## src/sys1_defines.svh

```systemverilog
// System-1 cartridge loader constants
// rom geometry, download map, keyboard codes and game codes
`ifndef SYS1_DEFINES_SVH
`define SYS1_DEFINES_SVH

// bank address widths, words for main, bytes for sound
`define ROM0_AW 14
`define SLAP_AW 14
`define ROMX_AW 15
`define SROM_AW 14

// download map, index 0 byte addresses
`define REGION_ROM0  25'h100000
`define REGION_ROM1  25'h110000
`define REGION_ROM2  25'h120000
`define REGION_ROM5  25'h150000
`define REGION_ROM6  25'h160000
`define REGION_ROM7  25'h170000
`define REGION_SLAP  25'h180000
`define REGION_SROM0 25'h188000
`define REGION_SROM1 25'h18C000
`define REGION_SROM2 25'h190000

// ps2 codes, bit 8 is the extended prefix
`define KEY_P1_UP    9'h175
`define KEY_P1_DOWN  9'h172
`define KEY_P1_LEFT  9'h16B
`define KEY_P1_RIGHT 9'h174
`define KEY_P1_START 9'h014
`define KEY_P1_JUMP  9'h011
`define KEY_P2_UP    9'h02D
`define KEY_P2_DOWN  9'h02B
`define KEY_P2_LEFT  9'h023
`define KEY_P2_RIGHT 9'h034
`define KEY_P2_START 9'h01C
`define KEY_P2_JUMP  9'h01B
`define KEY_COIN_L   9'h02E
`define KEY_COIN_R   9'h036
`define KEY_COIN_AUX 9'h03D

// slapstic game codes
`define GAME_MARBLE 8'd103
`define GAME_INDY   8'd105
`define GAME_PETER  8'd107

`endif

```

## src/sys1_pkg.sv

```systemverilog
// System-1 loader types
// download byte, rom write, graphics write, cpu fetch and cabinet bundles
package sys1_pkg;

	// target of an index 0 download byte
	typedef enum logic [3:0] {
		NONE,
		ROM0,
		ROM1,
		ROM2,
		ROM5,
		ROM6,
		ROM7,
		SLAP,
		SROM0,
		SROM1,
		SROM2
	} rom_region_e;

	// one byte from the download port
	typedef struct packed {
		logic        wr;
		logic        download;
		logic [7:0]  index;
		logic [24:0] addr;
		logic [7:0]  data;
	} dl_byte_t;

	// byte wide regions only use data[7:0]
	typedef struct packed {
		rom_region_e region;
		logic [14:0] addr;
		logic [15:0] data;
		logic        valid;
	} rom_wr_t;

	typedef struct packed {
		logic        valid;
		logic [22:0] addr;
		logic [31:0] data;
	} gfx_wr_t;

	// main cpu fetch, selects active low
	typedef struct packed {
		logic [4:0]  rom_n;
		logic        ma18_n;
		logic [14:0] madec;
	} main_rd_t;

	typedef struct packed {
		logic [2:0]  srom_n;
		logic [13:0] sba;
	} sound_rd_t;

	// coin_n is aux, right, left; p2_dir is UDLR
	typedef struct packed {
		logic [7:0] joy;
		logic [7:0] switches;
		logic [2:0] coin_n;
		logic [3:0] p2_dir;
		logic       selftest_n;
	} cab_ctrl_t;

endpackage

```

## src/rom_download_decoder.sv

```systemverilog
// ROM download decoder
// packs the index 0 byte stream into word, byte and graphics dword writes
`timescale 1ns/1ns
`include "sys1_defines.svh"

module rom_download_decoder
(
	input  logic                clk_sys,
	input  logic                reset,
	input  sys1_pkg::dl_byte_t  dl,
	output sys1_pkg::rom_wr_t   rom_wr,
	output sys1_pkg::gfx_wr_t   gfx_wr
);

	logic                  dl_ok;
	logic [23:0]           acc;
	logic [24:0]           prev_addr;
	sys1_pkg::rom_region_e region;
	logic                  is_word;
	logic                  is_byte;

	// address map of the index 0 stream
	function automatic sys1_pkg::rom_region_e decode_region(input logic [24:0] a);
		sys1_pkg::rom_region_e r;
		r = sys1_pkg::NONE;
		if (a[24:15] == 10'(`REGION_ROM0 >> 15))
			r = sys1_pkg::ROM0;
		else if (a[24:16] == 9'(`REGION_ROM1 >> 16))
			r = sys1_pkg::ROM1;
		else if (a[24:16] == 9'(`REGION_ROM2 >> 16))
			r = sys1_pkg::ROM2;
		else if (a[24:16] == 9'(`REGION_ROM5 >> 16))
			r = sys1_pkg::ROM5;
		else if (a[24:16] == 9'(`REGION_ROM6 >> 16))
			r = sys1_pkg::ROM6;
		else if (a[24:16] == 9'(`REGION_ROM7 >> 16))
			r = sys1_pkg::ROM7;
		else if (a[24:15] == 10'(`REGION_SLAP >> 15))
			r = sys1_pkg::SLAP;
		else if (a[24:14] == 11'(`REGION_SROM0 >> 14))
			r = sys1_pkg::SROM0;
		else if (a[24:14] == 11'(`REGION_SROM1 >> 14))
			r = sys1_pkg::SROM1;
		else if (a[24:14] == 11'(`REGION_SROM2 >> 14))
			r = sys1_pkg::SROM2;
		return r;
	endfunction

	// only index 0 bytes feed the rom side
	assign dl_ok   = dl.wr && dl.download && (dl.index == 8'd0);
	assign region  = decode_region(dl.addr);
	assign is_word = region inside {sys1_pkg::ROM0, sys1_pkg::ROM1, sys1_pkg::ROM2,
		sys1_pkg::ROM5, sys1_pkg::ROM6, sys1_pkg::ROM7, sys1_pkg::SLAP};
	assign is_byte = region inside {sys1_pkg::SROM0, sys1_pkg::SROM1, sys1_pkg::SROM2};

	// ########################################################################
	// last three bytes with the oldest on top

	always_ff @(posedge clk_sys)
	begin
		if (dl_ok)
		begin
			acc       <= {acc[15:0], dl.data};
			prev_addr <= dl.addr;
		end
	end

	// ########################################################################
	// strobes

	always_ff @(posedge clk_sys)
	begin
		if (reset)
		begin
			rom_wr.valid <= 1'b0;
			gfx_wr.valid <= 1'b0;
		end
		else
		begin
			// word regions fire on the odd byte
			rom_wr.valid <= dl_ok && ((is_word && dl.addr[0]) || is_byte);
			gfx_wr.valid <= dl_ok && (dl.addr[1:0] == 2'b11);
		end
	end

	// payload held between strobes
	always_ff @(posedge clk_sys)
	begin
		if (dl_ok)
		begin
			rom_wr.region <= region;
			gfx_wr.addr   <= dl.addr[24:2];
			gfx_wr.data   <= {acc, dl.data};
			if (is_byte)
			begin
				rom_wr.addr <= {1'b0, dl.addr[13:0]};
				rom_wr.data <= {8'h00, dl.data};
			end
			else
			begin
				// 16K word regions never set bit 15 inside their window
				rom_wr.addr <= dl.addr[15:1];
				rom_wr.data <= {acc[7:0], dl.data};
			end
		end
	end

	// a graphics dword closes on the byte right after the one before it
	a_gfx_after_byte: assert property (@(posedge clk_sys) disable iff (reset)
		gfx_wr.valid |-> $past(dl_ok && (dl.addr == prev_addr + 25'd1)));

endmodule

```

## config.mk

```make
export PLATFORM = sky130hd
export DESIGN_NAME = rom_download_decoder
export DESIGN_NICKNAME = d
export VERILOG_FILES = /design/src/sys1_pkg.sv /design/src/rom_download_decoder.sv
export VERILOG_INCLUDE_DIRS = /design/src
export SDC_FILE = /design/constraint.sdc
export NUM_CORES = 1
export LEC_CHECK = 0
export BUFFER_PORTS_ARGS = -buffer_cell sky130_fd_sc_hd__clkbuf_2
export CAP_MARGIN = 20
export CORE_MARGIN = 8
export CORE_UTILIZATION = 47
export CTS_CLUSTER_DIAMETER = 30
export DETAILED_ROUTE_END_ITERATION = 10
export PLACE_DENSITY = 0.86
export SYNTH_ARGS = -nofsm -noshare
export SYNTH_HDL_FRONTEND = slang
export SYNTH_SLANG_ARGS = --single-unit
```

## constraint.sdc

```tcl
create_clock -name clk_sys -period 8.68 [get_ports clk_sys]
set_input_delay 1.302 -clock clk_sys [delete_from_list [all_inputs] [get_ports clk_sys]]
set_output_delay 1.302 -clock clk_sys [all_outputs]
set_load 0.03 [all_outputs]
```

==> results.rst <==
.. list-table::
   :header-rows: 1

   * - Metric
     - Value
   * - Status
     - completed
   * - Required @ worst endpoint
     - around 8600 ps
   * - Reported leakage power
     - around 1.6 nW
   * - Slew margin rel.
     - roughly 32%
   * - Top area cells in the synthesized netlist
     - sky130_fd_sc_hd__edfxtp_1, sky130_fd_sc_hd__mux2_4, sky130_fd_sc_hd__buf_4
   * - Cell taking the most area after synthesis
     - sky130_fd_sc_hd__edfxtp_1
   * - Insertion delay to the later sink of the worst-skew pair
     - 340 ps
   * - Worst path slowest cell
     - sky130_fd_sc_hd__buf_4
   * - Top-level port count
     - 137
   * - R2R Setup Slk
     - 7820 ps
   * - Final GP Congestion
     - approximately 0.77
   * - Chip Height
     - roughly 100 µm
   * - Largest net degree at the start of global routing
     - 83
   * - Port bufs
     - between 100 and 150
   * - Total negative slack for setup checks
     - 0 ps
   * - Number of search-and-repair iterations in the first detailed-routing pass
     - 4
   * - Wire length of the first global-routing pass
     - around 10000 µm
   * - Floorplan row count
     - 29
   * - Setup repair after global routing missed its margin
     - no
   * - Synthesized Nets
     - between 200 and 250
   * - Worst setup slack after placement
     - between 5000 and 6000 ps
   * - Synthesis warning total
     - 0
   * - TritonCTS clock tree
     - done
   * - Placed Cells incl. Taps
     - 360
   * - Core region area
     - approximately 6400 µm²
   * - PwrDens
     - 192 nW/µm²
   * - Upper clock frequency limit
     - about 350 MHz
   * - Worst Min Path Start
     - acc[20]$_DFFE_PP_
   * - WL per Instance
     - roughly 18 µm
   * - CTS root buffer
     - sky130_fd_sc_hd__clkbuf_8
   * - FF+latch count, synth
     - 84
   * - Number of diodes
     - 0
   * - Number of flops mapped to enable cells by yosys
     - 82
   * - Maximum resistive drop on vdd
     - around 0.00013 V
   * - CP delay by family, top
     - buffers and inverters
   * - Total gr overflow
     - 0
   * - Overall die area
     - ~9500 µm²
   * - Post-route ant nets
     - 0
   * - Cell variety after synth
     - 33
   * - Async set-or-reset flop fraction in the synthesized netlist
     - 0%
   * - Bufs and invs on worst path
     - 2
   * - Hold Slack
     - about 450 ps
   * - Terminating pin of the worst hold path
     - gfx_wr[28]$_DFFE_PP_
   * - Detailed-route via count
     - ~1800
   * - Detailed-route DRC error count
     - 0
   * - Post-synthesis average cell area
     - around 20 µm²
   * - Final count of negative-setup-slack endpoints
     - 0
   * - Period minus WS final
     - ~2900 ps
   * - Share of Yosys cell area claimed by the top area cell type
     - between 70 and 80%
   * - Worst Slack Setup Final
     - between 5000 and 6000 ps
   * - Via-to-Cell Ratio
     - ~4.8
   * - Startpoint kind of the worst setup timing path
     - input port
   * - Largest incremental delay on the critical path
     - slightly below 800 ps
   * - Register area share after synthesis
     - 80.5%
   * - Measured slew at the worst slew-check pin
     - 1020 ps
   * - Number of CTS-inserted buffers
     - 9
   * - Final worst clock skew
     - around 9 ps
   * - Post-layout net count
     - about 340
   * - Number of max-cap violations
     - 0
   * - Fin crit share
     - between 30% and 40%
   * - Number of cells on the worst reg-to-reg path
     - 1
   * - CTS resizes
     - 0
   * - Maximum fanout along the worst path
     - a little over 80
   * - Worst r2r dst
     - rom_wr[12]$_SDFFCE_PN0P_
   * - Worst hold path class
     - reg2reg
   * - Hold buffer count at cts
     - 0
   * - CP Capture Type
     - flip-flop
   * - Layout cell share with drive strength beyond 1
     - 56.9%
   * - Count of clock tree sinks
     - 84
   * - Total Routed Length
     - between 6000 and 7000 µm
   * - WS Path Type
     - in2reg
   * - Initial DRC Count
     - 66
   * - Final count of hold timing violations
     - 0
   * - Global-route usage over all layers
     - roughly 14%
   * - Number of stages on the worst hold path
     - 0
   * - List of cells traversed by the critical path
     - clkbuf_2, nor4_1, nand2_1, nor3_2, buf_4
   * - Non-filler instance count after layout
     - 376
   * - Initial Util
     - 48.7%
   * - Clk pin slew, worst setup/hold paths
     - roughly 80 ps
   * - Max-slew violation total from the final report
     - 0
   * - Growth of design area from synthesis to finish
     - 29.2%
   * - Cell area after synthesis
     - between 3000 and 4000 µm²
   * - Vias in the first global route
     - between 1500 and 2000
   * - Post-CTS setup-driven buffer insertion count
     - 0
   * - Number of antenna violations at the first check in global routing
     - 0
   * - Startpoint of the most critical register-to-register path
     - acc[3]$_DFFE_PP_
   * - Width of the die
     - 97.4 µm
   * - Arr. time, crit path
     - 2830 ps
   * - Maximum level of the CTS H-tree
     - 3
   * - Maximum root-to-sink buffer count
     - 2
   * - Synth Flop Type
     - sky130_fd_sc_hd__edfxtp_1
   * - Post-synthesis instance total
     - approximately 160
   * - DP HPWL
     - between 4000 and 5000 µm
Yosys cell counts (2+ instances only):
library cell               count
sky130_fd_sc_hd__nand2_1       4
sky130_fd_sc_hd__dfxtp_1       2
sky130_fd_sc_hd__nor4_1        3
sky130_fd_sc_hd__edfxtp_1     82
sky130_fd_sc_hd__buf_6         2
sky130_fd_sc_hd__mux2_2        4
sky130_fd_sc_hd__nor2b_1       9
sky130_fd_sc_hd__buf_4         9
sky130_fd_sc_hd__nor3b_1       2
sky130_fd_sc_hd__mux2_4       10
sky130_fd_sc_hd__a21oi_1       2
sky130_fd_sc_hd__nor2_1        6
sky130_fd_sc_hd__inv_1         2
logic make-up (layout without fill, tap and decap cells):
logic type                Yosys count  count (layout)  share of synthesized area, %
buffers and inverters              14             156                          3.78
AOI/OAI and AO/OA                   9               9                          2.13
muxes                              15              15                          6.60
DFF                                84              84                          80.5
and+or+nand+nor                    34              34                          6.76
xor gates and xnor gates            1               1                         0.282
worst max-delay path by stage:
stage / from / end / slack (ps) / cells after the start
6_report: dl[38] / rom_wr[32]$_DFFE_PP_ / 5810 / 5
5_1_grt: dl[38] / gfx_wr[49]$_DFFE_PP_ / 5710 / 5
4_1_cts: dl[38] / gfx_wr[45]$_DFFE_PP_ / 5830 / 5
3_5_place_dp: dl[38] / acc[1]$_DFFE_PP_ / 5470 / 5
3_3_place_gp: dl[38] / gfx_wr[28]$_DFFE_PP_ / 5580 / 5
2_1_floorplan: dl[38] / acc[0]$_DFFE_PP_ / 820 / 3
metrics by stage:
stage          utilization (%)  total power, W  instance area, µm²
2_1_floorplan                -        0.000463                3110
3_3_place_gp              59.5        0.000477                3800
3_5_place_dp              59.5        0.000478                3800
4_1_cts                   63.0        0.000777                4020
5_1_grt                   63.0        0.000797                4020
6_report                  63.0        0.000770                4020
sequential cells by signal, summed over array words and instances (netlist names):
name    flops
gfx_wr     33
rom_wr     28
acc        23
final cells by class:
class                      count  area (µm²)
sequential                    84        2500
clock buffer                   9         124
tap                           77        96.3
inverter                       2        7.51
timing repair buffer         138         696
multi-input combinational     59         495
clock inverter                 7        98.8
fill                         489        2370
report_power, final:
group          internal [W]  switching (W)  leakage, nW  total (W)
sequential         0.000441   0.0000000986        0.745   0.000442
combinational     0.0000142      0.0000127        0.768  0.0000269
clock              0.000163       0.000138        0.105   0.000301
per-layer routing:
metal	routed length, µm	share of wire, %	vias to the layer above	track usage, %
met2	3500	53	77	24.3
met5	0	0	-	0
met3	462	7.0	11	4.62
met4	142	2.1	0	7.46
met1	2510	38	856	14.9
li1	-	-	869	-
placed cells by master (no fill, tap or decap), drive strengths merged, types with 2 or more instances in the layout:
cell type,Yosys,layout
clkinv,0,2
dfxtp,2,2
edfxtp,82,82
nor2b,9,9
bufinv,0,2
a21oi,2,2
clkinvlp,0,2
buf,12,2
nor2,6,6
nor3b,2,2
nand2,4,4
clkbuf,0,145
inv,2,3
nor4,4,4
mux2,14,14
No activity file was read; power rests on OpenSTA's default activity.
