==> src/sys1_defines.svh <==
// System-1 cartridge loader constants
// rom geometry, download map, keyboard codes and game codes
`ifndef SYS1_DEFINES_SVH
`define SYS1_DEFINES_SVH

// bank address widths, words for main, bytes for sound
`define ROM0_AW 14
`define SLAP_AW 14
`define ROMX_AW 15
`define SROM_AW 14

// download map, index 0 byte addresses
`define REGION_ROM0  25'h100000
`define REGION_ROM1  25'h110000
`define REGION_ROM2  25'h120000
`define REGION_ROM5  25'h150000
`define REGION_ROM6  25'h160000
`define REGION_ROM7  25'h170000
`define REGION_SLAP  25'h180000
`define REGION_SROM0 25'h188000
`define REGION_SROM1 25'h18C000
`define REGION_SROM2 25'h190000

// ps2 codes, bit 8 is the extended prefix
`define KEY_P1_UP    9'h175
`define KEY_P1_DOWN  9'h172
`define KEY_P1_LEFT  9'h16B
`define KEY_P1_RIGHT 9'h174
`define KEY_P1_START 9'h014
`define KEY_P1_JUMP  9'h011
`define KEY_P2_UP    9'h02D
`define KEY_P2_DOWN  9'h02B
`define KEY_P2_LEFT  9'h023
`define KEY_P2_RIGHT 9'h034
`define KEY_P2_START 9'h01C
`define KEY_P2_JUMP  9'h01B
`define KEY_COIN_L   9'h02E
`define KEY_COIN_R   9'h036
`define KEY_COIN_AUX 9'h03D

// slapstic game codes
`define GAME_MARBLE 8'd103
`define GAME_INDY   8'd105
`define GAME_PETER  8'd107

`endif

==> src/sys1_pkg.sv <==
// System-1 loader types
// download byte, rom write, graphics write, cpu fetch and cabinet bundles
package sys1_pkg;

	// target of an index 0 download byte
	typedef enum logic [3:0] {
		NONE,
		ROM0,
		ROM1,
		ROM2,
		ROM5,
		ROM6,
		ROM7,
		SLAP,
		SROM0,
		SROM1,
		SROM2
	} rom_region_e;

	// one byte from the download port
	typedef struct packed {
		logic        wr;
		logic        download;
		logic [7:0]  index;
		logic [24:0] addr;
		logic [7:0]  data;
	} dl_byte_t;

	// byte wide regions only use data[7:0]
	typedef struct packed {
		rom_region_e region;
		logic [14:0] addr;
		logic [15:0] data;
		logic        valid;
	} rom_wr_t;

	typedef struct packed {
		logic        valid;
		logic [22:0] addr;
		logic [31:0] data;
	} gfx_wr_t;

	// main cpu fetch, selects active low
	typedef struct packed {
		logic [4:0]  rom_n;
		logic        ma18_n;
		logic [14:0] madec;
	} main_rd_t;

	typedef struct packed {
		logic [2:0]  srom_n;
		logic [13:0] sba;
	} sound_rd_t;

	// coin_n is aux, right, left; p2_dir is UDLR
	typedef struct packed {
		logic [7:0] joy;
		logic [7:0] switches;
		logic [2:0] coin_n;
		logic [3:0] p2_dir;
		logic       selftest_n;
	} cab_ctrl_t;

endpackage

==> src/cabinet_controls.sv <==
// Cabinet controls
// game type register, keyboard to player mapping and cabinet input layout
`timescale 1ns/1ns
`include "sys1_defines.svh"

module cabinet_controls
(
	input  logic                clk_sys,
	input  logic                reset,
	input  sys1_pkg::dl_byte_t  dl,
	input  logic [10:0]         ps2_key,
	input  logic [31:0]         joystick,
	input  logic                service,
	output sys1_pkg::cab_ctrl_t cab
);

	logic [7:0] game_type;
	logic       old_toggle;
	logic       pressed;
	logic [3:0] p1_dir, p2_dir;
	logic       p1_start, p1_jump, p2_start, p2_jump;
	logic       coin_l, coin_r, coin_aux;
	logic [3:0] dirs;
	logic       jump, start;

	assign pressed = ps2_key[9];

	// index 1 download carries the slapstic type
	always_ff @(posedge clk_sys)
	begin
		if (reset)
			game_type <= `GAME_INDY;
		else if (dl.wr && dl.download && (dl.index == 8'd1))
			game_type <= dl.data;
	end

	// ########################################################################
	// key events, one per toggle of bit 10

	always_ff @(posedge clk_sys)
	begin
		old_toggle <= ps2_key[10];
		if (reset)
		begin
			{p1_dir, p1_start, p1_jump} <= '0;
			{p2_dir, p2_start, p2_jump} <= '0;
			{coin_l, coin_r, coin_aux}  <= '0;
		end
		else if (old_toggle != ps2_key[10])
		begin
			case (ps2_key[8:0])
				`KEY_P1_UP:    p1_dir[3] <= pressed;
				`KEY_P1_DOWN:  p1_dir[2] <= pressed;
				`KEY_P1_LEFT:  p1_dir[1] <= pressed;
				`KEY_P1_RIGHT: p1_dir[0] <= pressed;
				`KEY_P1_START: p1_start  <= pressed;
				`KEY_P1_JUMP:  p1_jump   <= pressed;
				`KEY_P2_UP:    p2_dir[3] <= pressed;
				`KEY_P2_DOWN:  p2_dir[2] <= pressed;
				`KEY_P2_LEFT:  p2_dir[1] <= pressed;
				`KEY_P2_RIGHT: p2_dir[0] <= pressed;
				`KEY_P2_START: p2_start  <= pressed;
				`KEY_P2_JUMP:  p2_jump   <= pressed;
				`KEY_COIN_L:   coin_l    <= pressed;
				`KEY_COIN_R:   coin_r    <= pressed;
				`KEY_COIN_AUX: coin_aux  <= pressed;
				default:       ;
			endcase
		end
	end

	// action buttons are shared, either player may press them
	assign dirs  = p1_dir | joystick[3:0];
	assign jump  = p1_jump | p2_jump | joystick[4];
	assign start = p1_start | p2_start | joystick[5];

	// ########################################################################
	// cabinet layout per game

	always_comb
	begin
		// Indy shifts the stick up one bit
		if (game_type == `GAME_INDY)
			cab.joy = {3'b000, dirs, 1'b0};
		else
			cab.joy = {4'b0000, dirs};
		// Peter Pack Rat puts jump and throw either side of an open input
		if (game_type == `GAME_PETER)
			cab.switches = {3'b111, 2'b11, ~jump, 1'b1, ~start};
		else
			cab.switches = {3'b111, 3'b111, ~jump, ~start};
		cab.coin_n     = {~coin_aux, ~coin_r, ~(coin_l | joystick[8])};
		cab.p2_dir     = p2_dir;
		cab.selftest_n = ~service;
	end

endmodule

==> config.mk <==
export PLATFORM = sky130hd
export DESIGN_NAME = cabinet_controls
export DESIGN_NICKNAME = d
export VERILOG_FILES = /design/src/sys1_pkg.sv /design/src/cabinet_controls.sv
export VERILOG_INCLUDE_DIRS = /design/src
export SDC_FILE = /design/constraint.sdc
export NUM_CORES = 1
export LEC_CHECK = 0
export BUFFER_PORTS_ARGS = -buffer_cell sky130_fd_sc_hd__buf_4
export CAP_MARGIN = 20
export CORE_MARGIN = 5
export CORE_UTILIZATION = 35
export CTS_CLUSTER_SIZE = 25
export DETAILED_ROUTE_END_ITERATION = 8
export HOLD_SLACK_MARGIN = 0.05
export PLACE_DENSITY = 0.76
export SETUP_SLACK_MARGIN = 0.05
export SLEW_MARGIN = 20
export SYNTH_ARGS = -nofsm -noshare
export SYNTH_HDL_FRONTEND = slang
export SYNTH_SLANG_ARGS = --single-unit
export TNS_END_PERCENT = 1
==> constraint.sdc <==
create_clock -name clk_sys -period 1.8 [get_ports clk_sys]
set_clock_uncertainty 0.05 [all_clocks]
set_input_delay 0.36 -clock clk_sys [delete_from_list [all_inputs] [get_ports clk_sys]]
set_output_delay 0.36 -clock clk_sys [all_outputs]
set_load 0.02 [all_outputs]
==> results of run 1 <==
==> kinds of logic after synthesis <==
logic type | count (synthesis)
multiplexers | 26
flip-flops | 24
buffers and inverters | 17
AO/OA/AOI/OAI | 1
XOR/XNOR | 1
other | 2
AND/OR/NAND/NOR | 79
==> path summary, 6_finish.rpt <==
kind / startpoint / endpoint / slack [ns] / cells past startpoint
setup / recovery: game_type[2]$_SDFFE_PP0P_ / cab[17] / -0.17 / 5
hold / removal: ps2_key[10] / old_toggle$_DFF_P_ / 0.16 / 1
setup reg to reg: old_toggle$_DFF_P_ / p2_dir[1]$_SDFFE_PP0P_ / 0.65 / 4
hold reg to reg: game_type[2]$_SDFFE_PP0P_ / game_type[2]$_SDFFE_PP0P_ / 0.43 / 2
==> stage by stage <==
stage | utilization (%) | instance area, um2 | hold WS, ns | std cells
floorplan | - | 1430 | 0.338 | 156
global placement | 50.1 | 1880 | 0.405 | 251
detailed placement | 50.1 | 1880 | 0.411 | 251
CTS | 52.0 | 1950 | 0.148 | 255
global route | 52.1 | 1950 | 0.144 | 255
finish | 52.1 | 1950 | 0.156 | 255
==> area by class of cell <==
type,count,area [um2],share of cell area [%]
clock buffers,3,41.3,2.12
clock inverters,1,30.0,1.54
inverters,3,11.3,0.577
multi-input cells,115,853,43.7
flip-flops and latches,24,482,24.7
well taps,48,60.1,3.08
repair buffers,61,474,24.3
==> power groups by stage <==
stage,logic (uW),clock network [uW],registers [uW]
after floorplan,106,0,545
final,200,471,533
after detailed placement,200,0,545
after CTS,200,488,533
after global routing,217,509,533
after global placement,197,0,545
==> layout by cell type (no fill, tap or decap), drive strengths merged <==
master	netlist	final
nor4b	5	5
and4b	1	1
nand4b	5	5
nor3b	1	1
clkbuf	6	3
conb	2	8
xor2	1	1
nor3	3	3
or4	1	1
bufinv	0	1
nor4	2	2
nand2b	25	25
nand4	12	12
inv	3	3
nor2b	3	3
nor4bb	3	3
and3b	2	2
dfxtp	24	24
buf	8	61
nand3b	1	1
a21o	1	1
nor2	15	15
mux2i	26	26
==> metal layers <==
metal	part of all wire (%)	GRT usage, %	wire length [um]	vias up
li1	-	-	-	630
met1	45	15.4	1430	545
met2	47	19.4	1500	37
met3	7.2	3.86	231	5
met4	1.3	4.30	40	0
met5	0	0	0	-
==> flip-flops by register name, indices dropped and copies added (netlist names) <==
signal / flops
coin_aux: 1
coin_l: 1
coin_r: 1
game_type: 8
old_toggle: 1
p1_dir: 4
p1_jump: 1
p1_start: 1
p2_dir: 4
p2_jump: 1
p2_start: 1
==> worst max-delay path: stages (launching register included) <==
cell	delay, ns
dfxtp_2	0.33
nand4b_1	0.24
nor4_4	0.19
buf_6	0.16
mux2i_2	0.20
buf_4	0.17
==> what timing repair did <==
action,CTS,global route
gates resized for setup,0,2
pin swaps,1,0
endpoints found under the setup margin,7,7
==> summary.txt, run 1 <==
Clock network
  • Clock Latency Late Sink: 0.27 ns
  • Clk buf depth: 2
  • CTS Root Cell: clkbuf_8
  • Cts hold-fix bufs: 0
  • Clk slew on worst S/H paths: ~0.080 ns
  • CTS tree: yes
  • H-tree depth: 1
  • CTS Buf Count: 3
  • Postcts setup bufs: 0
  • # clock sinks: 24

Synthesis
  • Xor-xnor portion of the synthesized cell area: less than 1%
  • Mean Syn Cell Area: about 9 um2
  • Post-synth ARST share: 0%
  • Post-synthesis sequential area ratio: around a third
  • Unique masters post-synth: 23
  • Post-synthesis register bit count: 24
  • Most frequent cell after synthesis: mux2i_1
  • Compound-Gate Fraction of Synth Area: less than 1%
  • Synthesized area: about 1400 um2
  • Post-synth EDFFs: 0
  • Simple logic cell fraction of the synthesized area: ~38%
  • Synth area leaders: dfxtp_1, mux2i_1, nand2b_1
  • Ys flop type: dfxtp_1
  • Yosys warnings: 0
  • Post-synthesis mux area share: around a fifth
  • Top-area cell type share of the netlist area: between 30% and 40%
  • Synth Area in Adders: 0%
  • Commonest cells in the netlist: mux2i_1, nand2b_1, dfxtp_1, nor2_1, nand4_1
  • Largest family of logic cells by synthesized area: simple AND/OR/NAND/NOR gates
  • Post-synth top area cell: dfxtp_1
  • Cells after Synth: 150

Detailed routing
  • Initial DRC Count: between 50 and 60
  • Vias: between 1000 and 1500
  • DRC Markers: 0
  • Final Routed Wirelength: about 3200 um
  • Drt via density: around 4.8
  • First drt pass iteration count: 4
  • DRT antenna net count: 0
  • WL/cell: about 13 um

Pwr
  • Internal power: ~930 uW
  • Switching power: about 270 uW
  • Comb pwr share: between 15 and 20%
  • Leak Pwr: roughly 0.00089 uW
  • Peak VDD IR: ~0.42 mV
  • Design Power: ~1200 uW
  • Clock Power Share: about 39%
  • Sequential share of power: between 40 and 50%
  • Pwr dens: about 600 nW/um2
  • Switching portion of total power: 22.6%

GRT
  • Number of global-route vias before repair: about 1100
  • Grt total ovfl: 0
  • Initial antenna violation count: 0
  • Pin count of the biggest net entering global routing: 33
  • GRT Util Overall: around 12%
  • First-pass GRT wire length: 5130 um

Critical path
  • Max Fanout on Critical Path: 5
  • CP Launch Type: flop
  • CP required: 1.39 ns
  • Crit path kind: flop to output pin
  • CP Data Arrival Time: 1.56 ns
  • Type of element capturing the critical path: output pin

Cells and area
  • Fraction of layout cells with a size suffix above 1: a little over a third
  • Fillers: 370
  • Syn-to-layout area delta: 41.6%
  • N_diodes: 0
  • Layout Nets: 297

Timing
  • Fmax: a little over 500 MHz
  • Final TNS setup: -0.557 ns
  • Slew Viols, Final: 0
  • Final Setup Violations: 5
  • Min setup slack post-route: -0.169 ns
  • Final Hold Viols: 0
  • Minimum clock period after layout: 1.97 ns
  • Rel. slew slack: a little over three fifths
  • RSZ-0062 raised after global routing: true
  • Slew @ Worst Pin: approximately 0.55 ns
  • Part of the cycle the worst path needs: 109%

Die
  • Core Region: between 3000 and 4000 um2
  • # IOs: 113
  • Die ar.: approximately 5300 um2
  • Initial cell density of the core: 36.8%
  • Num rows: 22
  • Chip Height: just over 70 um
  • Chip width: roughly 73 um

Status
  • Outcome: finished, violations left
  • Violated checks: negative setup slack

Place
  • Routability cong.: between 0.8 and 0.9
  • DP HPWL: around 2500 um
  • Pre-CTS setup slack: slightly below 0.02 ns
  • IO buf count: 54

Flow run
  • Number of max-cap violations: 0

Min path
  • Hold Crit Class: input port to flop
No activity file was read; power rests on OpenSTA's default activity.
==> run 2, diff against run 1 <==
--- a/config.mk
+++ b/config.mk
@@ -14,7 +14,6 @@
 export DETAILED_ROUTE_END_ITERATION = 8
 export HOLD_SLACK_MARGIN = 0.05
 export PLACE_DENSITY = 0.76
-export SETUP_SLACK_MARGIN = 0.05
 export SLEW_MARGIN = 20
 export SYNTH_ARGS = -nofsm -noshare
 export SYNTH_HDL_FRONTEND = slang
==> run 2 against run 1 <==
  * The run still ends with negative setup slack left
  * Global-route usage down 0.11 points
  * Sequential power about the same
  * Critical path depth unchanged
  * Highest routed layer unchanged
==> summary.txt, run 2 (synthesis gave the netlist of run 1 again) <==
Status
  • Outcome: finished, violations left (unchanged)
  • Violated checks: negative setup slack (unchanged)

Clock network
  • # clock sinks: 24 (unchanged)
  • H-tree depth: 1 (unchanged)
  • CTS tree: yes (unchanged)
  • CTS Root Cell: clkbuf_8 (unchanged)
  • Clk buf depth: 2 (unchanged)
  • Cts hold-fix bufs: 0 (unchanged)
  • CTS Buf Count: 3 (unchanged)
  • Post-cts repair resize count: 0 (unchanged)
  • Clk slew on worst S/H paths: 0.09 ns (was 0.08 ns)
  • Clock Latency Late Sink: 0.27 ns (about the same)

Pwr
  • Pwr dens: 628 nW/um2 (was 616 nW/um2)
  • Leak Pwr: 0.000894 uW (was 0.000891 uW)
  • Peak VDD IR: 0.509 mV (was 0.419 mV)

Cells and area
  • Max reg flops: 8 (unchanged)
  • N_diodes: 0 (unchanged)
  • Largest Register: game_type (unchanged)
  • Commonest cells after routing, fill and taps aside: buf_4, mux2i_1, nand2b_1, dfxtp_1, nor2_1 (was buf_4, nand2b_1, mux2i_1, dfxtp_1, nor2_1)
  • Layout Nets: 296 (was 297)
  • Fraction of layout cells with a size suffix above 1: 32.5% (was 34.8%)
  • Commonest non-fill, non-tap cell in the layout: buf_4 (unchanged)
  • Layout Cells excl Fill: 254 (was 255)
  • Largest regs: game_type (8), p1_dir (4), p2_dir (4) (unchanged)
  • Syn-to-layout area delta: 39.2% (was 41.6%)

Die
  • Chip Height: 72.8 um (unchanged)
  • Num rows: 22 (unchanged)
  • Chip width: 72.8 um (unchanged)
  • Initial cell density of the core: 36.8% (unchanged)
  • Core Region: 3740 um2 (unchanged)
  • Die ar.: 5290 um2 (unchanged)
  • # IOs: 113 (unchanged)

Critical path
  • Slowest CP cell: dfxtp_1 (was dfxtp_2)
  • Crit-path cells: nand4b_1 -> nor4_2 -> buf_4 -> mux2i_1 -> buf_4 (was nand4b_1 -> nor4_4 -> buf_6 -> mux2i_2 -> buf_4)
  • Max Fanout on Critical Path: 5 (unchanged)
  • Crit path kind: flop to output pin (unchanged)
  • R2r endpoint: p2_start$_SDFFE_PP0P_ (was p2_dir[1]$_SDFFE_PP0P_)
  • Worst reg2reg startpoint: old_toggle$_DFF_P_ (unchanged)
  • Critical path's largest stage delay: 0.32 ns (was 0.33 ns)
  • Reg2Reg Depth: 4 (unchanged)
  • CP Data Arrival Time: 1.54 ns (was 1.56 ns)
  • Worst path most repeated cell: buf_4
  • Type of element capturing the critical path: output pin (unchanged)
  • Reg2Reg Setup Slack: 0.64 ns (was 0.65 ns)
  • CP Launch Type: flop (unchanged)
  • CP required: 1.39 ns (about the same)

Detailed routing
  • Vias: 1230 (was 1217)
  • Drt via density: 4.84 (was 4.77)
  • Final Routed Wirelength: 3130 um (was 3200 um)
  • Initial DRC Count: 23 (was 52)
  • DRC Markers: 0 (unchanged)
  • First drt pass iteration count: 4 (unchanged)
  • WL/cell: 12.3 um (was 12.5 um)
  • DRT antenna net count: 0 (unchanged)

GRT
  • Number of global-route vias before repair: 1213 (was 1138)
  • GRT Util Overall: 12.1% (was 12.2%)
  • Pin count of the biggest net entering global routing: 33 (unchanged)
  • Grt total ovfl: 0 (unchanged)
  • Initial antenna violation count: 0 (unchanged)
  • First-pass GRT wire length: 5200 um (was 5130 um)

Timing
  • Min setup slack post-route: -0.146 ns (was -0.169 ns)
  • Minimum clock period after layout: 1.95 ns (was 1.97 ns)
  • Slew @ Worst Pin: 0.534 ns (was 0.545 ns)
  • Part of the cycle the worst path needs: 108% (was 109%)
  • Final Setup Violations: 5 (unchanged)
  • Rel. slew slack: 63.9% (was 63.1%)
  • Fmax: 514 MHz (was 508 MHz)
  • Final TNS setup: -0.479 ns (was -0.557 ns)
  • Final Hold Viols: 0 (unchanged)
  • Slew Viols, Final: 0 (unchanged)
  • RSZ-0062 raised after global routing: true (unchanged)

Min path
  • Hold Path Depth: 1 (unchanged)
  • HP Start: ps2_key[10] (unchanged)
  • Hold Crit Class: input port to flop (unchanged)
  • Worst Hold Path EP: old_toggle$_DFF_P_ (unchanged)

Place
  • IO buf count: 54 (unchanged)
  • Placed cells: 250 (was 251)
  • DP HPWL: 2410 um (was 2490 um)
  • Routability cong.: 0.833 (was 0.839)

Flow run
  • Number of max-cap violations: 0 (unchanged)
==> run 2: stage by stage <==
stage / hold slack (ns) / setup slack (ns) / utilization, % / cell area (um2) / total power [uW]
floorplan: 0.338 / -0.0336 / - / 1410 / 648
global placement: 0.404 / 0.0648 / 49.4 / 1850 / 738
detailed placement: 0.416 / 0.0365 / 49.4 / 1850 / 740
CTS: 0.143 / -0.162 / 51.3 / 1920 / 1220
global route: 0.133 / -0.298 / 51.3 / 1920 / 1260
finish: 0.147 / -0.146 / 51.3 / 1920 / 1200
==> run 2: per-layer routing <==
metal  part of all wire, %  vias up  GRT usage (%)
met5                     0        -              0
li1                      -      635              -
met1                    44      561           14.5
met2                    49       32           20.8
met4                  0.80        0           3.69
met3                   6.5        2           3.44
==> run 2: worst max-delay path by stage <==
stage	start	end	slack (ns)	cells after the start
after floorplan	game_type[2]$_SDFFE_PP0P_	cab[17]	-0.03	3
after global placement	dl[36]	game_type[5]$_SDFFE_PP1P_	0.06	5
after detailed placement	dl[36]	game_type[0]$_SDFFE_PP1P_	0.04	5
after CTS	game_type[2]$_SDFFE_PP0P_	cab[19]	-0.16	5
after global routing	game_type[2]$_SDFFE_PP0P_	cab[17]	-0.30	5
final	game_type[2]$_SDFFE_PP0P_	cab[19]	-0.15	5
==> run 2: what timing repair did <==
item,CTS,global route
setup endpoints to repair,5,7
setup buffers,0,0
pin swaps,1,0
==> run 2: layout make-up <==
class	count	area, um2
Tap cell	48	60.1
Fill cell	372	1820
Timing Repair Buffer	60	463
Inverter	3	11.3
Clock buffer	3	41.3
Sequential cell	24	480
Clock inverter	1	30.0
Multi-Input combinational cell	115	833
==> run 2: report_power, final <==
part	internal (uW)	total [uW]	switching [uW]
registers	532	533	0.656
logic	99.4	195	95.2
clock network	297	477	180
total	929	1200	276
==> run 2: worst max-delay path, delay by kind of cell, from the launching register on <==
kind,cells,cell delay (ns)
muxes,1,0.19
and+or+nand+nor,2,0.41
DFF,1,0.32
buffers and inverters,2,0.34
==> run 3, diff against run 2 <==
--- a/config.mk
+++ b/config.mk
@@ -6,14 +6,15 @@
 export SDC_FILE = /design/constraint.sdc
 export NUM_CORES = 1
 export LEC_CHECK = 0
+export ABC_AREA = 1
 export BUFFER_PORTS_ARGS = -buffer_cell sky130_fd_sc_hd__buf_4
 export CAP_MARGIN = 20
 export CORE_MARGIN = 5
-export CORE_UTILIZATION = 35
+export CORE_UTILIZATION = 36
 export CTS_CLUSTER_SIZE = 25
 export DETAILED_ROUTE_END_ITERATION = 8
 export HOLD_SLACK_MARGIN = 0.05
-export PLACE_DENSITY = 0.76
+export PLACE_DENSITY = 0.77
 export SLEW_MARGIN = 20
 export SYNTH_ARGS = -nofsm -noshare
 export SYNTH_HDL_FRONTEND = slang
==> run 3 against run 2 <==
  * The run now ends clean
  * Combinational power is 9.7% higher
  * Flip-flop and latch count stayed put
  * Critical path depth is 1 higher
==> summary.txt, run 3 <==
Status
  • Outcome: finished clean (was finished, violations left)

Timing
  • Slew Viols, Final: 0 (unchanged)
  • RSZ-0062 raised after global routing: true (unchanged)
  • Final Setup Violations: 0 (was 5)
  • Final Hold Viols: 0 (unchanged)
  • Minimum clock period after layout: 1.77 ns (was 1.95 ns)
  • Fmax: 565 MHz (was 514 MHz)
  • Part of the cycle the worst path needs: 98.3% (was 108%)

Detailed routing
  • DRC Markers: 0 (unchanged)
  • First drt pass iteration count: 4 (unchanged)
  • WL/cell: 9.81 um (was 12.3 um)
  • DRT antenna net count: 0 (unchanged)
  • Final Routed Wirelength: 3320 um (was 3130 um)
  • Drt via density: 4.52 (was 4.84)
  • Vias: 1531 (was 1230)
  • Initial DRC Count: 75 (was 23)

Critical path
  • R2r endpoint: coin_aux$_SDFFE_PP0P_ (was p2_start$_SDFFE_PP0P_)
  • CP Launch Type: flop (unchanged)
  • Reg2Reg Depth: 7 (was 4)
  • Crit path kind: flop to output pin (unchanged)
  • Reg2Reg Setup Slack: 0.65 ns (was 0.64 ns)
  • CP Data Arrival Time: 1.36 ns (was 1.54 ns)
  • CP required: 1.39 ns (about the same)
  • Worst reg2reg startpoint: old_toggle$_DFF_P_ (unchanged)
  • Max Fanout on Critical Path: 7 (was 5)
  • Type of element capturing the critical path: output pin (unchanged)

Place
  • IO buf count: 54 (unchanged)
  • Placed cells: 335 (was 250)
  • DP HPWL: 2750 um (was 2410 um)
  • Routability cong.: 0.790 (was 0.833)

Cells and area
  • Fillers: 423 (was 372)
  • Area of the multi-input gates: 841 um2 (was 833 um2)
  • Layout Cells excl Fill: 339 (was 254)
  • Finished Core Util: 49.5% (was 51.3%)
  • N_diodes: 0 (unchanged)
  • Area of all sequential standard cells: 483 um2 (was 480 um2)
  • Layout Nets: 379 (was 296)
  • Commonest non-fill, non-tap cell in the layout: buf_4 (unchanged)
  • Syn-to-layout area delta: 34.5% (was 39.2%)
  • Max reg flops: 8 (unchanged)
  • Largest Register: game_type (unchanged)
  • Fraction of layout cells with a size suffix above 1: 28.0% (was 32.5%)
  • Largest regs: game_type (8), p1_dir (4), p2_dir (4) (unchanged)
  • Commonest cells after routing, fill and taps aside: buf_4, nor2_1, nand2_1, nand3_1, inv_1 (was buf_4, mux2i_1, nand2b_1, dfxtp_1, nor2_1)

GRT
  • Number of global-route vias before repair: 1436 (was 1213)
  • Grt total ovfl: 0 (unchanged)
  • Initial antenna violation count: 0 (unchanged)
  • Pin count of the biggest net entering global routing: 24 (was 33)
  • First-pass GRT wire length: 5550 um (was 5200 um)
  • GRT Util Overall: 12.6% (was 12.1%)

Synthesis
  • Post-synthesis sequential area ratio: 32.8% (was 34.8%)
  • Synth area leaders: dfxtp_1, nor2_1, nand2_1 (was dfxtp_1, mux2i_1, nand2b_1)
  • Post-synthesis register bit count: 24 (unchanged)
  • Mean Syn Cell Area: 6.22 um2 (was 9.19 um2)
  • Most frequent cell after synthesis: nor2_1 (was mux2i_1)
  • Ys flop type: dfxtp_1 (unchanged)
  • Cells after Synth: 235 (was 150)
  • Commonest cells in the netlist: nor2_1, nand2_1, nand3_1, inv_1, dfxtp_1 (was mux2i_1, nand2b_1, dfxtp_1, nor2_1, nand4_1)
  • Post-synth EDFFs: 0 (unchanged)
  • Post-synth top area cell: dfxtp_1 (unchanged)
  • Synthesized area: 1460 um2 (was 1380 um2)
  • Yosys warnings: 0 (unchanged)
  • Post-synth ARST share: 0% (unchanged)
  • Top-area cell type share of the netlist area: 32.8% (was 34.8%)
  • Unique masters post-synth: 20 (was 23)

Pwr
  • Peak VDD IR: 0.284 mV (was 0.509 mV)
  • Leak Pwr: 0.000961 uW (was 0.000894 uW)
  • Pwr dens: 561 nW/um2 (was 628 nW/um2)

Clock network
  • CTS tree: yes (unchanged)
  • CTS Buf Count: 3 (unchanged)
  • CTS Root Cell: clkbuf_8 (unchanged)
  • Cts hold-fix bufs: 0 (unchanged)
  • Clk buf depth: 2 (unchanged)
  • Clk slew on worst S/H paths: 0.08 ns (was 0.09 ns)
  • Clock Latency Late Sink: 0.26 ns (was 0.27 ns)
  • H-tree depth: 1 (unchanged)
  • # clock sinks: 24 (unchanged)

Min path
  • Hold Crit Class: input port to flop (unchanged)
  • Worst Hold Path EP: old_toggle$_DFF_P_ (unchanged)
  • Hold Path Depth: 1 (unchanged)
  • HP Start: ps2_key[10] (unchanged)

Die
  • Initial cell density of the core: 36.8% (about the same)
  • Chip width: 73.7 um (was 72.8 um)
  • # IOs: 113 (unchanged)
  • Chip Height: 73.7 um (was 72.8 um)
  • Num rows: 23 (was 22)
  • Core Region: 3970 um2 (was 3740 um2)
  • Die ar.: 5440 um2 (was 5290 um2)

Flow run
  • Number of max-cap violations: 0 (unchanged)
==> run 3: cell count changes in the layout (fill, tap and decap cells not counted), moves of 25 or more <==
| cell | previous run | this run |
|---|---|---|
| nor2_1 | 15 | 47 |
| nand2_1 | 0 | 45 |
| nand2b_1 | 25 | 0 |
| inv_1 | 3 | 28 |
| mux2i_1 | 26 | 0 |
| nand3_1 | 0 | 29 |
==> run 3: cells by family after synthesis <==
logic type	synth area share, %
compound gates	7.19
other cells	0.513
flops	32.8
simple gates	46.9
buf+inv	12.6
==> run 3: repair_timing <==
action / CTS / global route
gates resized for setup: 2 / 10
setup endpoints to repair: 2 / 5
pin swaps: 0 / 3
endpoints found under the hold margin: 0 / 0
buffers inserted: 0 / 0
==> run 3: stage by stage <==
stage          hold slack [ns]  TNS (ns)  total power, uW  instance area [um2]  setup slack (ns)
2_1_floorplan            0.338         0              668                 1490             0.213
3_3_place_gp             0.406         0              756                 1890             0.265
3_5_place_dp             0.418         0              759                 1890             0.256
4_1_cts                  0.160         0             1120                 1950            0.0263
5_1_grt                  0.149    -0.204             1170                 1970           -0.0677
6_report                 0.167         0             1100                 1970            0.0315
==> run 3: how the worst max path moves through the flow <==
stage                                    from  endpoint  cells past startpoint
finish              game_type[6]$_SDFFE_PP1P_   cab[19]                      6
global placement    game_type[5]$_SDFFE_PP1P_   cab[17]                      5
global route        game_type[5]$_SDFFE_PP1P_   cab[19]                      6
CTS                 game_type[3]$_SDFFE_PP1P_   cab[19]                      5
floorplan           game_type[6]$_SDFFE_PP1P_   cab[19]                      4
detailed placement  game_type[6]$_SDFFE_PP1P_   cab[19]                      6
==> run 3: layer usage <==
layer / global-route usage, % / routed length, um / up-vias
met5: 0 / 0 / -
met4: 2.41 / 12 / 0
met3: 3.56 / 284 / 2
met2: 24.1 / 1620 / 41
met1: 13.7 / 1410 / 657
li1: - / - / 831
==> run 3: critical path, cell delays in order (launching register included) <==
cell,delay (ns)
dfxtp_2,0.34
nand2_2,0.07
nor3_4,0.22
nand2_2,0.14
o21ai_1,0.10
o21ai_1,0.07
buf_4,0.16
==> run 3: area by class of cell <==
cell class	count	area share, %
Multi-Input combinational cell	176	42.7
Sequential cell	24	24.6
Timing Repair Buffer	55	21.0
Inverter	30	5.73
Tap cell	50	3.18
Clock buffer	4	2.80
==> run 3: power breakdown <==
part	switching [uW]	internal, uW
combinational	120	93.9
sequential	0.948	532
clock	162	195
total	284	821
